**config.mk**
```make
export PLATFORM = sky130hd
export DESIGN_NAME = eg_top
export DESIGN_NICKNAME = d
export VERILOG_FILES = /design/src/common/eg_pkg.sv /design/src/common/eg_slot_if.sv /design/src/hw/eg_top.sv /design/src/envelope/eg_slot_ring.sv /design/src/envelope/eg_level_calc.sv /design/src/envelope/eg_rate_step.sv /design/src/envelope/eg_phase_sel.sv /design/src/hw/eg_timebase.sv
export SDC_FILE = /design/constraint.sdc
export NUM_CORES = 1
export LEC_CHECK = 0
export BUFFER_PORTS_ARGS = -buffer_cell sky130_fd_sc_hd__buf_2
export CORE_MARGIN = 5
export CORE_UTILIZATION = 55
export DETAILED_ROUTE_END_ITERATION = 10
export PLACE_DENSITY_LB_ADDON = 0.2
export SETUP_SLACK_MARGIN = 0.3
export SLEW_MARGIN = 20
export SYNTH_ARGS = -nofsm -noshare
export SYNTH_HDL_FRONTEND = slang
export SYNTH_SLANG_ARGS = --single-unit
export TNS_END_PERCENT = 30
```
**constraint.sdc**
```tcl
create_clock -name clk -period 18.3 [get_ports clk]
set_clock_uncertainty 0.15 [all_clocks]
set_input_delay 2.745 -clock clk [delete_from_list [all_inputs] [get_ports clk]]
set_output_delay 2.745 -clock clk [all_outputs]
set_load 0.02 [all_outputs]
```
**src/common/eg_pkg.sv**
```systemverilog
/*
	Envelope generator shared definitions.
	Widths, phase codes, level limits, pipeline latencies
	and the step patterns used by the rate stage.
*/
package eg_pkg;

	// slot multiplexing
	localparam int num_slots = 24;
	localparam int slot_w    = 5;
	localparam logic [slot_w-1:0] last_slot = slot_w'(num_slots - 1); // sample boundary

	// data widths
	localparam int level_w = 10; // 0 is loudest
	localparam int rate_w  = 6;  // effective rate
	localparam int cnt_w   = 15; // global envelope counter
	localparam int tl_w    = 7;
	localparam int am_w    = 7;

	localparam logic [level_w-1:0] level_max = 10'h3ff; // silence

	// envelope phases
	localparam logic [1:0] ph_attack  = 2'd0;
	localparam logic [1:0] ph_decay1  = 2'd1;
	localparam logic [1:0] ph_decay2  = 2'd2;
	localparam logic [1:0] ph_release = 2'd3;

	////////////////////////////////////////////////////////////////////////////
	// step patterns, indexed by three counter bits
	localparam logic [3:0][7:0] step_pat_lo = {
		8'b11111110,	// 7 of 8
		8'b11101110,	// 6
		8'b11101010,	// 5
		8'b10101010		// 4
	};
	localparam logic [3:0][7:0] step_pat_hi = {
		8'b11101110,	// 6 of 8
		8'b10101010,	// 4
		8'b10001000,	// 2
		8'b00000000		// none
	};
	localparam logic [7:0] step_pat_full = 8'b11111111; // fastest attack
	localparam logic [7:0] step_pat_slow = 8'b11111110; // slowest decays

	// pipeline
	localparam int ring_depth = 20; // slots minus read to write-back depth
	localparam int eg_latency = 5;  // settings in to eg_level out

endpackage
```
**src/common/eg_slot_if.sv**
```systemverilog
/*
	Slot data bundle between envelope stages.
	One slot per enabled cycle, no flow control.
*/
`timescale 1ns/1ps

interface eg_slot_if;

	logic [eg_pkg::level_w-1:0] level;      // stored attenuation
	logic [1:0]                 phase;      // envelope phase code
	logic [eg_pkg::rate_w-1:0]  rate;       // raw rate, then effective rate
	logic                       step;       // level moves this pass
	logic                       attack_off; // attack rate 31, jump to 0

	modport src (output level, phase, rate, step, attack_off);
	modport dst (input level, phase, rate, step, attack_off);

endinterface

```
**src/hw/eg_top.sv**
```systemverilog
/*
	Envelope generator top level.
	24 operator slots time-multiplexed through three stages,
	per-slot state kept in the slot ring.
*/
`timescale 1ns/1ps

module eg_top (
	input  logic                       clk,
	input  logic                       rst,
	input  logic                       clk_en,
	input  logic                       keyon,
	input  logic [4:0]                 arate,
	input  logic [4:0]                 drate1,
	input  logic [4:0]                 drate2,
	input  logic [3:0]                 rrate,
	input  logic [3:0]                 sus_level,
	input  logic [4:0]                 keycode,
	input  logic [1:0]                 key_scale,
	input  logic [eg_pkg::tl_w-1:0]    tl,
	input  logic [eg_pkg::am_w-1:0]    am,
	input  logic [1:0]                 ams,
	input  logic                       ams_en,
	output logic [eg_pkg::slot_w-1:0]  slot,
	output logic [eg_pkg::level_w-1:0] eg_level,
	output logic                       phase_rst
);

	logic [eg_pkg::cnt_w-1:0]   eg_cnt;
	logic [eg_pkg::level_w-1:0] ring_level;
	logic [1:0]                 ring_phase;
	logic                       ring_key;
	logic                       ring_cnt_bit;
	logic                       key_now;
	logic                       cnt_bit;
	logic [eg_pkg::level_w-1:0] new_level;
	logic [1:0]                 new_phase;

	eg_slot_if ph2rt ();
	eg_slot_if rt2lv ();

	eg_timebase u_timebase (
		.clk (clk), .rst (rst), .clk_en (clk_en),
		.slot (slot), .sample_zero (), .eg_cnt (eg_cnt)
	);

	eg_phase_sel u_phase_sel (
		.clk (clk), .rst (rst), .clk_en (clk_en),
		.keyon (keyon), .arate (arate), .drate1 (drate1), .drate2 (drate2),
		.rrate (rrate), .sus_level (sus_level),
		.ring_level (ring_level), .ring_phase (ring_phase), .ring_key (ring_key),
		.key_now (key_now), .phase_rst (phase_rst), .ph2rt (ph2rt.src)
	);

	eg_rate_step u_rate_step (
		.clk (clk), .rst (rst), .clk_en (clk_en),
		.keycode (keycode), .key_scale (key_scale), .eg_cnt (eg_cnt),
		.ring_cnt_bit (ring_cnt_bit), .ph2rt (ph2rt.dst), .rt2lv (rt2lv.src),
		.cnt_bit (cnt_bit)
	);

	eg_level_calc u_level_calc (
		.clk (clk), .rst (rst), .clk_en (clk_en),
		.tl (tl), .am (am), .ams (ams), .ams_en (ams_en), .rt2lv (rt2lv.dst),
		.new_level (new_level), .new_phase (new_phase), .eg_level (eg_level)
	);

	eg_slot_ring u_slot_ring (
		.clk (clk), .rst (rst), .clk_en (clk_en),
		.level_in (new_level), .phase_in (new_phase),
		.key_in (key_now), .cnt_bit_in (cnt_bit),
		.level_out (ring_level), .phase_out (ring_phase),
		.key_out (ring_key), .cnt_bit_out (ring_cnt_bit)
	);

endmodule

```
**src/envelope/eg_slot_ring.sv**
```systemverilog
/*
	Per-slot envelope storage as a circulating shift ring.
	Level and phase return after ring_depth enabled cycles,
	key and counter bits one slot short of a full pass.
*/
`timescale 1ns/1ps

module eg_slot_ring (
	input  logic                       clk,
	input  logic                       rst,
	input  logic                       clk_en,
	input  logic [eg_pkg::level_w-1:0] level_in,
	input  logic [1:0]                 phase_in,
	input  logic                       key_in,
	input  logic                       cnt_bit_in,
	output logic [eg_pkg::level_w-1:0] level_out,
	output logic [1:0]                 phase_out,
	output logic                       key_out,
	output logic                       cnt_bit_out
);

	logic [eg_pkg::level_w+1:0] lp_sh [eg_pkg::ring_depth];   // level, phase
	logic [1:0]                 kc_sh [eg_pkg::num_slots-1]; // key, counter bit

	always_ff @(posedge clk) begin
		if (rst) begin
			for (int i = 0; i < eg_pkg::ring_depth; i++)
				lp_sh[i] <= {eg_pkg::level_max, eg_pkg::ph_release}; // silent slot
			for (int i = 0; i < eg_pkg::num_slots - 1; i++)
				kc_sh[i] <= '0;
		end else if (clk_en) begin
			lp_sh[0] <= {level_in, phase_in};
			kc_sh[0] <= {key_in, cnt_bit_in};
			for (int i = 1; i < eg_pkg::ring_depth; i++)
				lp_sh[i] <= lp_sh[i-1];
			for (int i = 1; i < eg_pkg::num_slots - 1; i++)
				kc_sh[i] <= kc_sh[i-1];
		end
	end

	assign {level_out, phase_out} = lp_sh[eg_pkg::ring_depth-1];
	assign {key_out, cnt_bit_out} = kc_sh[eg_pkg::num_slots-2];

endmodule

```
**src/envelope/eg_level_calc.sv**
```systemverilog
/*
	Envelope stage three.
	Cycle one applies the exponential attack or linear decay step.
	Cycle two adds total level and scaled AM, clamps to silence.
*/
`timescale 1ns/1ps

module eg_level_calc (
	input  logic                       clk,
	input  logic                       rst,
	input  logic                       clk_en,
	input  logic [eg_pkg::tl_w-1:0]    tl,
	input  logic [eg_pkg::am_w-1:0]    am,
	input  logic [1:0]                 ams,
	input  logic                       ams_en,
	eg_slot_if.dst                     rt2lv,
	output logic [eg_pkg::level_w-1:0] new_level,
	output logic [1:0]                 new_phase,
	output logic [eg_pkg::level_w-1:0] eg_level
);

	logic [eg_pkg::tl_w+eg_pkg::am_w+2:0] set_d [4]; // settings follow the slot
	logic [eg_pkg::tl_w-1:0]    tl_d;
	logic [eg_pkg::am_w-1:0]    am_d;
	logic [1:0]                 ams_d;
	logic                       ams_en_d;
	logic [eg_pkg::level_w-1:0] ar_delta;
	logic [eg_pkg::level_w:0]   dec_inc;
	logic [eg_pkg::level_w:0]   dec_sum;
	logic [eg_pkg::level_w-1:0] level_nx;
	logic [8:0]                 am_sc;
	logic [11:0]                att_sum;

	always_ff @(posedge clk) begin
		if (rst) begin
			for (int i = 0; i < 4; i++)
				set_d[i] <= '0;
		end else if (clk_en) begin
			set_d[0] <= {tl, am, ams, ams_en};
			for (int i = 1; i < 4; i++)
				set_d[i] <= set_d[i-1];
		end
	end

	assign {tl_d, am_d, ams_d, ams_en_d} = set_d[3];

	////////////////////////////////////////////////////////////////////////////
	// cycle one, level update
	always_comb begin
		case (rt2lv.rate[5:2])
			4'hd:       ar_delta = (rt2lv.level >> 3) + 1'b1;
			4'he, 4'hf: ar_delta = (rt2lv.level >> 2) + 1'b1;
			default:    ar_delta = (rt2lv.level >> 4) + 1'b1; // slow groups
		endcase
		dec_inc  = (rt2lv.rate[5:2] < 4'd12) ? 1 : 1 << (rt2lv.rate[5:2] - 4'd12); // 1,2,4,8
		dec_sum  = {1'b0, rt2lv.level} + dec_inc;
		level_nx = rt2lv.level;
		if (rt2lv.attack_off) begin
			level_nx = '0;
		end else if (rt2lv.phase == eg_pkg::ph_attack) begin
			if (rt2lv.step) begin
				if (rt2lv.rate >= 6'd62)
					level_nx = '0; // instant attack
				else
					level_nx = (ar_delta < rt2lv.level) ? rt2lv.level - ar_delta : '0;
			end
		end else if (rt2lv.step) begin
			level_nx = dec_sum[eg_pkg::level_w] ? eg_pkg::level_max
			                                    : dec_sum[eg_pkg::level_w-1:0];
		end
	end

	always_ff @(posedge clk) begin
		if (rst) begin
			new_level <= eg_pkg::level_max;
			new_phase <= eg_pkg::ph_release;
		end else if (clk_en) begin
			new_level <= level_nx;
			new_phase <= rt2lv.phase;
		end
	end

	////////////////////////////////////////////////////////////////////////////
	// cycle two, total attenuation
	always_comb begin
		case (ams_d)
			2'd1:    am_sc = {2'b00, am_d};
			2'd2:    am_sc = {1'b0, am_d, 1'b0};
			2'd3:    am_sc = {am_d, 2'b00};
			default: am_sc = '0;
		endcase
		if (!ams_en_d)
			am_sc = '0;
		att_sum = 12'(new_level) + 12'({tl_d, 3'b000}) + 12'({am_sc, 1'b0});
	end

	always_ff @(posedge clk) begin
		if (rst)
			eg_level <= eg_pkg::level_max;
		else if (clk_en)
			eg_level <= (att_sum[11:10] != 2'b00) ? eg_pkg::level_max : att_sum[9:0];
	end

endmodule

```
**src/envelope/eg_rate_step.sv**
```systemverilog
/*
	Envelope stage two.
	Cycle one scales the raw rate by keycode and key scale.
	Cycle two picks three envelope counter bits, looks up the
	step pattern and gates it with the counter bit change.
*/
`timescale 1ns/1ps

module eg_rate_step (
	input  logic                      clk,
	input  logic                      rst,
	input  logic                      clk_en,
	input  logic [4:0]                keycode,
	input  logic [1:0]                key_scale,
	input  logic [eg_pkg::cnt_w-1:0]  eg_cnt,
	input  logic                      ring_cnt_bit,
	eg_slot_if.dst                    ph2rt,
	eg_slot_if.src                    rt2lv,
	output logic                      cnt_bit
);

	logic [4:0]                 keycode_q;   // aligned with ph2rt
	logic [1:0]                 key_scale_q;
	logic [6:0]                 rate_sum;
	logic [eg_pkg::rate_w-1:0]  rate_q;
	logic [eg_pkg::level_w-1:0] level_q;
	logic [1:0]                 phase_q;
	logic                       aoff_q;
	logic [3:0]                 cnt_base;
	logic [3:0]                 cnt_start;
	logic [2:0]                 cnt_sel;
	logic [7:0]                 pat;
	logic                       step_nx;

	////////////////////////////////////////////////////////////////////////////
	// cycle one, effective rate
	assign rate_sum = {ph2rt.rate, 1'b0} + 7'(keycode_q >> (2'd3 - key_scale_q));

	always_ff @(posedge clk) begin
		if (rst) begin
			keycode_q   <= '0;
			key_scale_q <= '0;
			rate_q      <= '0;
			level_q     <= eg_pkg::level_max;
			phase_q     <= eg_pkg::ph_release;
			aoff_q      <= 1'b0;
		end else if (clk_en) begin
			keycode_q   <= keycode;
			key_scale_q <= key_scale;
			if (ph2rt.rate == '0)
				rate_q <= '0; // rate 0 never moves
			else
				rate_q <= rate_sum[6] ? 6'd63 : rate_sum[5:0];
			level_q <= ph2rt.level;
			phase_q <= ph2rt.phase;
			aoff_q  <= ph2rt.attack_off;
		end
	end

	////////////////////////////////////////////////////////////////////////////
	// cycle two, step decision
	always_comb begin
		cnt_base  = (phase_q == eg_pkg::ph_attack) ? 4'd11 : 4'd12; // decays one slower
		cnt_start = (cnt_base > rate_q[5:2]) ? cnt_base - rate_q[5:2] : 4'd0;
		cnt_sel   = 3'(eg_cnt >> cnt_start);
		if (rate_q[5:4] == 2'b11) begin
			if (rate_q[5:2] == 4'hf && phase_q == eg_pkg::ph_attack)
				pat = eg_pkg::step_pat_full;
			else
				pat = eg_pkg::step_pat_hi[rate_q[1:0]];
		end else begin
			if (rate_q[5:2] == 4'h0 && phase_q != eg_pkg::ph_attack)
				pat = eg_pkg::step_pat_slow;
			else
				pat = eg_pkg::step_pat_lo[rate_q[1:0]];
		end
		// only once per counter change
		step_nx = (rate_q[5:1] != 5'd0) && pat[cnt_sel] && (cnt_sel[0] != ring_cnt_bit);
	end

	always_ff @(posedge clk) begin
		if (rst) begin
			rt2lv.level      <= eg_pkg::level_max;
			rt2lv.phase      <= eg_pkg::ph_release;
			rt2lv.rate       <= '0;
			rt2lv.step       <= 1'b0;
			rt2lv.attack_off <= 1'b0;
			cnt_bit          <= 1'b0;
		end else if (clk_en) begin
			rt2lv.level      <= level_q;
			rt2lv.phase      <= phase_q;
			rt2lv.rate       <= rate_q;
			rt2lv.step       <= step_nx;
			rt2lv.attack_off <= aoff_q;
			cnt_bit          <= cnt_sel[0]; // compared next pass
		end
	end

endmodule

```
**src/envelope/eg_phase_sel.sv**
```systemverilog
/*
	Envelope stage one.
	Key edge detection against the key bit stored a pass ago,
	phase walk attack, decay1, decay2, release and raw rate pick.
	Raises the phase generator reset on key-on and at silence.
*/
`timescale 1ns/1ps

module eg_phase_sel (
	input  logic                       clk,
	input  logic                       rst,
	input  logic                       clk_en,
	input  logic                       keyon,
	input  logic [4:0]                 arate,
	input  logic [4:0]                 drate1,
	input  logic [4:0]                 drate2,
	input  logic [3:0]                 rrate,
	input  logic [3:0]                 sus_level,
	input  logic [eg_pkg::level_w-1:0] ring_level,
	input  logic [1:0]                 ring_phase,
	input  logic                       ring_key,
	output logic                       key_now,
	output logic                       phase_rst,
	eg_slot_if.src                     ph2rt
);

	logic       key_on_edge;
	logic       key_off_edge;
	logic [4:0] sus_top;  // compared with level[9:5]
	logic [1:0] phase_nx;
	logic [4:0] rate_nx;

	assign key_on_edge  = keyon & ~ring_key;
	assign key_off_edge = ~keyon & ring_key;
	assign sus_top      = (sus_level == 4'hf) ? 5'h1f : {1'b0, sus_level}; // 15 means bottom

	always_comb begin
		phase_nx = ring_phase;
		rate_nx  = arate;
		if (key_off_edge) begin
			phase_nx = eg_pkg::ph_release;
			rate_nx  = {rrate, 1'b1}; // release runs at 2r+1
		end else if (key_on_edge) begin
			phase_nx = eg_pkg::ph_attack;
			rate_nx  = arate;
		end else begin
			case (ring_phase)
				eg_pkg::ph_attack: begin
					if (ring_level == '0) begin // peak reached
						phase_nx = eg_pkg::ph_decay1;
						rate_nx  = drate1;
					end
				end
				eg_pkg::ph_decay1: begin
					if (ring_level[eg_pkg::level_w-1 -: 5] >= sus_top) begin
						phase_nx = eg_pkg::ph_decay2;
						rate_nx  = drate2;
					end else begin
						rate_nx = drate1;
					end
				end
				eg_pkg::ph_decay2: rate_nx = drate2;
				default:           rate_nx = {rrate, 1'b1};
			endcase
		end
	end

	always_ff @(posedge clk) begin
		if (rst) begin
			ph2rt.level      <= eg_pkg::level_max;
			ph2rt.phase      <= eg_pkg::ph_release;
			ph2rt.rate       <= '0;
			ph2rt.step       <= 1'b0;
			ph2rt.attack_off <= 1'b0;
			key_now          <= 1'b0;
			phase_rst        <= 1'b0;
		end else if (clk_en) begin
			ph2rt.level      <= ring_level;
			ph2rt.phase      <= phase_nx;
			ph2rt.rate       <= {1'b0, rate_nx};
			ph2rt.step       <= 1'b0; // decided in stage two
			ph2rt.attack_off <= key_on_edge && arate == 5'h1f;
			key_now          <= keyon; // back to this slot next pass
			// key-on or silent slot
			phase_rst <= key_on_edge | (ring_level == eg_pkg::level_max);
		end
	end

endmodule

```
**src/hw/eg_timebase.sv**
```systemverilog
/*
	Envelope time base.
	Slot counter over the 24 operators, sample boundary strobe
	and the global envelope counter, one tick every 3 samples.
*/
`timescale 1ns/1ps

module eg_timebase (
	input  logic                      clk,
	input  logic                      rst,
	input  logic                      clk_en,
	output logic [eg_pkg::slot_w-1:0] slot,
	output logic                      sample_zero,
	output logic [eg_pkg::cnt_w-1:0]  eg_cnt
);

	logic [1:0] div3; // samples since last counter tick

	assign sample_zero = slot == eg_pkg::last_slot; // last slot of a sample

	always_ff @(posedge clk) begin
		if (rst) begin
			slot   <= '0;
			div3   <= '0;
			eg_cnt <= '0;
		end else if (clk_en) begin
			slot <= sample_zero ? '0 : slot + 1'b1;
			if (sample_zero) begin
				if (div3 == 2'd2) begin
					div3   <= '0;
					eg_cnt <= eg_cnt + 1'b1; // free running, wraps
				end else begin
					div3 <= div3 + 1'b1;
				end
			end
		end
	end

endmodule

```
# After elaboration in Yosys (flattened, before gate mapping)
# Memory sizes are Yosys's and may differ from the RTL's.
# Index checks and enable logic that the tools add are counted.
[word_totals]
ff_bits = 111
ramBits = 354
inputBits = 51
elab_cells = 226
memories = 3
[memory_table]
columns = ["name", "depth", "word_bits", "rd", "rd_ports_with_merged_regs", "write_ports", "line_no", "rtl"]
rows = [
  ["u_slot_ring.lp_sh", 20, 12, 20, 0, 20, "eg_slot_ring.sv:22", "logic [eg_pkg::level_w+1:0] lp_sh [eg_pkg::ring_depth];"],
  ["u_level_calc.set_d", 4, 17, 4, 0, 4, "eg_level_calc.sv:22", "logic [eg_pkg::tl_w+eg_pkg::am_w+2:0] set_d [4];"],
  ["u_slot_ring.kc_sh", 23, 2, 23, 0, 23, "eg_slot_ring.sv:23", "logic [1:0] kc_sh [eg_pkg::num_slots-1];"],
]
[op_classes]
add_sub_neg = 14
order_cmp = 7
eq_ne = 16
shift = 3
n_mux = 90
bitwise = 52
reduce_logical = 17
[op_table]
columns = ["operator", "count"]
rows = [
  ["2-to-1 mux 12 bit", 20],
  ["2-to-1 mux 10 bit", 8],
  ["2-to-1 mux 17 bit", 4],
  ["2-to-1 mux 2 bit", 28],
  ["bitwise OR 1 bit", 48],
  ["2-to-1 mux 8 bit", 5],
  ["binary-select mux 8 bit (select 2 bit)", 2],
  ["2-to-1 mux 5 bit", 6],
  ["case mux 9 bit (3 select lines)", 1],
  ["== test 4 bit, second input constant", 5],
  ["case mux 10 bit (2 select lines)", 1],
  ["adder 15 x 1 -> 15 bit, second input constant", 1],
  ["case mux 5 bit (3 select lines)", 1],
  [">> shifter 15 x 4 -> 3 bit", 1],
  ["adder 12 x 10 -> 12 bit", 1],
  ["2-to-1 mux 6 bit", 2],
  ["adder 10 x 10 -> 11 bit", 1],
  ["adder 10 x 11 -> 11 bit", 1],
  ["2-to-1 mux 11 bit", 1],
  ["left shift 1 x 4 -> 11 bit, first input constant", 1],
  ["== test 10 bit, second input constant", 1],
  ["== test 2 bit, second input constant", 5],
  ["== test 5 bit, second input constant", 2],
  ["zero test 10 bit", 1],
  ["37 further kinds", 52],
]

# Depth between registers and ports, before layout
[logic_depth]
word_depth = 9
ltp_mapped = 18
depth_no_buf = 16

# Modules after synthesis
# Synthesis repeated with hierarchy kept, for this count alone.
[hier_totals]
hier_cells = 1803
area_unflattened_um2 = 22430.3
[by_module_without_submodules]
columns = ["module", "n_inst", "cells_each", "area_each_um2"]
rows = [
  ["eg_slot_ring", 1, 645, 11599.9],
  ["eg_level_calc", 1, 558, 5640.4],
  ["eg_rate_step", 1, 313, 2791.4],
  ["eg_phase_sel", 1, 165, 1366.3],
  ["eg_timebase", 1, 122, 1032.2],
]

# Worst setup path after synthesis
# OpenSTA, ideal clock, no wires.
[synth_timing]
path_kind = "input to register"
startpoint = "input clk_en"
endpoint = "memory u_level_calc.set_d[0][0] (netlist name) (enable)"
setup_ps = 855
t_arrival_ps = 13027
required_time_ps = 17295
path_slack_ps = 4267
stages = 4
path_cell_list = "clkbuf_1 -> nor2_1 -> inv_1 -> clkbuf_1"
[synth_rtl]
columns = ["item", "line_no", "rtl"]
rows = [
  ["start: declaration", "eg_top.sv:11", "input logic clk_en,"],
  ["end: declaration", "eg_level_calc.sv:22", ""],
]

==> metrics.log <==
INFO  metric run_status = finished clean
INFO  metric cts_tree = built
INFO  metric die_height = 205.2 um
INFO  metric final_area = 22980 sq um
INFO  metric worst-endpoint-arrival = 5.35 ns
INFO  metric final.min_clock_period = 5.318 ns
INFO  metric synth.area.top_cells = sky130_fd_sc_hd__edfxtp_1 (51%), sky130_fd_sc_hd__dfxtp_1 (11%), sky130_fd_sc_hd__or3_1 (6.5%)
INFO  metric required = 18.33 ns
INFO  metric gpl.final_weighted_congestion = 0.8747
INFO  metric postCtsSetupRepairBufs = 0
INFO  metric number_of_instances_in_the_synthesized_netlist = 1738
INFO  metric cts_root_buf = sky130_fd_sc_hd__clkbuf_16
INFO  metric cellLeakagePower = 0.007981 uW
INFO  metric globalRouteTotalUtil = 0.1824
INFO  metric timing_max_transition_violations_final = 0
INFO  metric layout_setup_ws = 12.98 ns
INFO  metric utilization_after_layout = 0.6100
INFO  metric floorplan.rows = 71
INFO  metric initial_core_util = 0.5564
INFO  metric total_power = 2223 uW
INFO  metric viasPerCell = 5.671
INFO  metric syn-num-nets = 1850
INFO  metric routed_wirelength = 38440 um
INFO  metric initial_antenna_violation_count = 0
INFO  metric critical_path_peak_fanout = 207
INFO  metric ys_ff_latch = 464
INFO  metric dp.final_hpwl = 22570 um
INFO  metric area_of_the_mapped_netlist = 20960 sq um
INFO  metric final_common_cell = sky130_fd_sc_hd__edfxtp_1
INFO  metric routed_wire_length_per_instance = 16.80 um
INFO  metric synth-seq-area-share = 0.6123
INFO  metric holdCritPathClass = reg2reg
INFO  metric design.core.area = 37670 sq um
INFO  metric ys_dominant_reg_cell = sky130_fd_sc_hd__edfxtp_1
INFO  metric num_vias = 12975
INFO  metric floorplan.die.width = 205.2 um
INFO  metric maxCapViolCount = 0
INFO  metric detail_route.first_pass.iterations = 5
INFO  metric dp_slack = 12.45 ns
INFO  metric syn_to_final_growth = 9.636%
INFO  metric numCtsBuffers = 48
INFO  metric globalRouteOverflowTotal = 0
INFO  metric synth_async_sr_flop_share = 0
INFO  metric io_buffer_count = 66
INFO  metric slew_headroom = 0.2649
INFO  metric crit_type = in2reg
INFO  metric synth-edff-count = 354
INFO  metric dominant_cell_type_by_area_after_synthesis = sky130_fd_sc_hd__edfxtp_1
INFO  metric setup.worst_path.start_class = input pin
INFO  metric clk-insertion-delay-late = 0.58 ns
INFO  metric max_clock_freq = 188.1 MHz
INFO  metric drive_gt1_frac = 0.1086
INFO  metric slowest_delay = 0.76 ns
INFO  metric setup_viol_count_final = 0
INFO  metric finalHoldViolCount = 0
INFO  metric cts-resized-gates = 0
INFO  metric ir_drop = 0.08964 mV
INFO  metric first_global_vias = 12654
INFO  metric detail_route.iter0.violations = 994
INFO  metric critical_path.endpoint_type = flip-flop
INFO  metric crit_path_top_delay_cell = sky130_fd_sc_hd__buf_12
INFO  metric cts-htree-levels = 2
INFO  metric nNetsFinal = 1852
INFO  metric antenna_violating_nets_left = 0
INFO  metric global_route_wire_length_before_repair = 63720 um
INFO  metric design.die.area = 42110 sq um
INFO  metric post_cts_hold_buffer_count = 0
INFO  metric min_period_over_period = 0.2906
INFO  metric setup_repair_after_global_routing_missed_its_margin = no
INFO  metric synth_top_area_share = 0.5072
INFO  metric top_library_cells_by_usage_in_the_layout_fill_and_taps_aside = sky130_fd_sc_hd__edfxtp_1 (354), sky130_fd_sc_hd__or3_1 (219), sky130_fd_sc_hd__nand2_1 (118), sky130_fd_sc_hd__and3_1 (114), sky130_fd_sc_hd__dfxtp_1 (110)
INFO  metric clk_pin_slew = 0.06 ns
INFO  metric worst_pin_slew = 1.103 ns
INFO  metric syn-mean-instance-area = 12.06 sq um
INFO  metric numClockSinks = 464
INFO  metric timing.critical_path.cells = buf_6, nor2_1, inv_8, buf_12
INFO  metric synth.distinct_cells = 79
INFO  metric post-route-drc-count = 0
INFO  metric power_density = 96.73 nW/um^2
INFO  metric insertedDiodeCount = 0
INFO  metric setup_total_negative_slack = 0 ns
INFO  metric ys_warn_count = 0
INFO  metric grt_start_max_net_pins = 208
INFO  metric num_io_pins = 67
INFO  metric total_cell_area_at_the_placement_stage = 21530 sq um
INFO  metric cts_buffer_depth = 3
-- path summary, 6_finish.rpt --
path	startpoint	end	slack [ns]	cells past startpoint
worst max-delay path	rst	u_level_calc.set_d[0][45]	12.98	4
worst min-delay path	u_rate_step.level_q[0]	u_rate_step.rt2lv.level[0]	0.33	2
worst max register to register	u_rate_step.rt2lv.rate[4]	u_level_calc.new_level[1]	13.77	14
worst min register to register	u_rate_step.level_q[0]	u_rate_step.rt2lv.level[0]	0.33	2
-- routing by layer --
metal,vias to the layer above,share of wire,track usage
li1,6448,-,-
met1,6229,0.49,0.2676
met2,232,0.45,0.2809
met3,66,0.044,0.02931
met4,0,0.022,0.05981
met5,-,0,0
-- state kept, by name, summed over array words and instances, names as in the netlist, 6 cells and up --
register	cells
u_slot_ring.lp_sh	240
u_level_calc.set_d	68
u_slot_ring.kc_sh	46
u_timebase.eg_cnt	15
u_level_calc.eg_level	10
u_level_calc.new_level	10
u_phase_sel.ph2rt.level	10
u_rate_step.level_q	10
u_rate_step.rt2lv.level	10
u_rate_step.rate_q	6
-- stage by stage --
stage               hold WS [ns]  instances
floorplan                 0.2849       1738
global placement          0.3042       2201
detailed placement        0.3080       2201
CTS                       0.3233       2288
global route              0.3406       2288
finish                    0.3286       2288
-- final cells by class --
type                    count  area, sq um
fillers                  3010        14690
flip-flops and latches    464        12830
multi-input cells        1119         7506
clock buffers              64         1281
well taps                 511        639.4
repair buffers             75        419.2
clock inverters            23        167.7
inverters                  32        131.4
-- cells in the mapped netlist, types with 11 or more instances --
library cell                 n
sky130_fd_sc_hd__o21ai_0    42
sky130_fd_sc_hd__mux2i_1    75
sky130_fd_sc_hd__clkbuf_1  107
sky130_fd_sc_hd__nor2_1     80
sky130_fd_sc_hd__nor3_1     23
sky130_fd_sc_hd__or2_2      28
sky130_fd_sc_hd__xor2_1     30
sky130_fd_sc_hd__dfxtp_1   110
sky130_fd_sc_hd__xnor2_1    25
sky130_fd_sc_hd__o22a_1     11
sky130_fd_sc_hd__a21oi_1    58
sky130_fd_sc_hd__a21o_1     17
sky130_fd_sc_hd__edfxtp_1  354
sky130_fd_sc_hd__mux2_2     13
sky130_fd_sc_hd__and3_1    114
sky130_fd_sc_hd__nor2b_1    26
sky130_fd_sc_hd__ha_1       55
sky130_fd_sc_hd__nand4_1    13
sky130_fd_sc_hd__nand2_1   118
sky130_fd_sc_hd__inv_1      31
sky130_fd_sc_hd__nand3_1    20
sky130_fd_sc_hd__or3_1     219
-- logic make-up (layout without fill, tap and decap cells) --
group | after synthesis | count (layout) | synth area share
AO/OA/AOI/OAI | 230 | 230 | 0.07248
XOR/XNOR | 55 | 55 | 0.02298
adder cells (fa/ha/maj) | 61 | 61 | 0.03857
buffers and inverters | 155 | 194 | 0.02955
flip-flops | 464 | 464 | 0.6123
multiplexers | 90 | 90 | 0.04388
AND/OR/NAND/NOR | 683 | 683 | 0.1802
-- critical path, delay by kind of cell --
family        cells  cell delay [ns]
buf+inv           3             1.87
simple gates      1             0.39
-- where the power goes --
| group | internal, uW | switching, uW | leakage (uW) |
|---|---|---|---|
| Combinational | 52.1 | 92.6 | 0.00335 |
| Sequential | 1160 | 15.8 | 0.00393 |
| Clock | 519 | 385 | 0.000706 |
(Power assumes the default switching activity.)
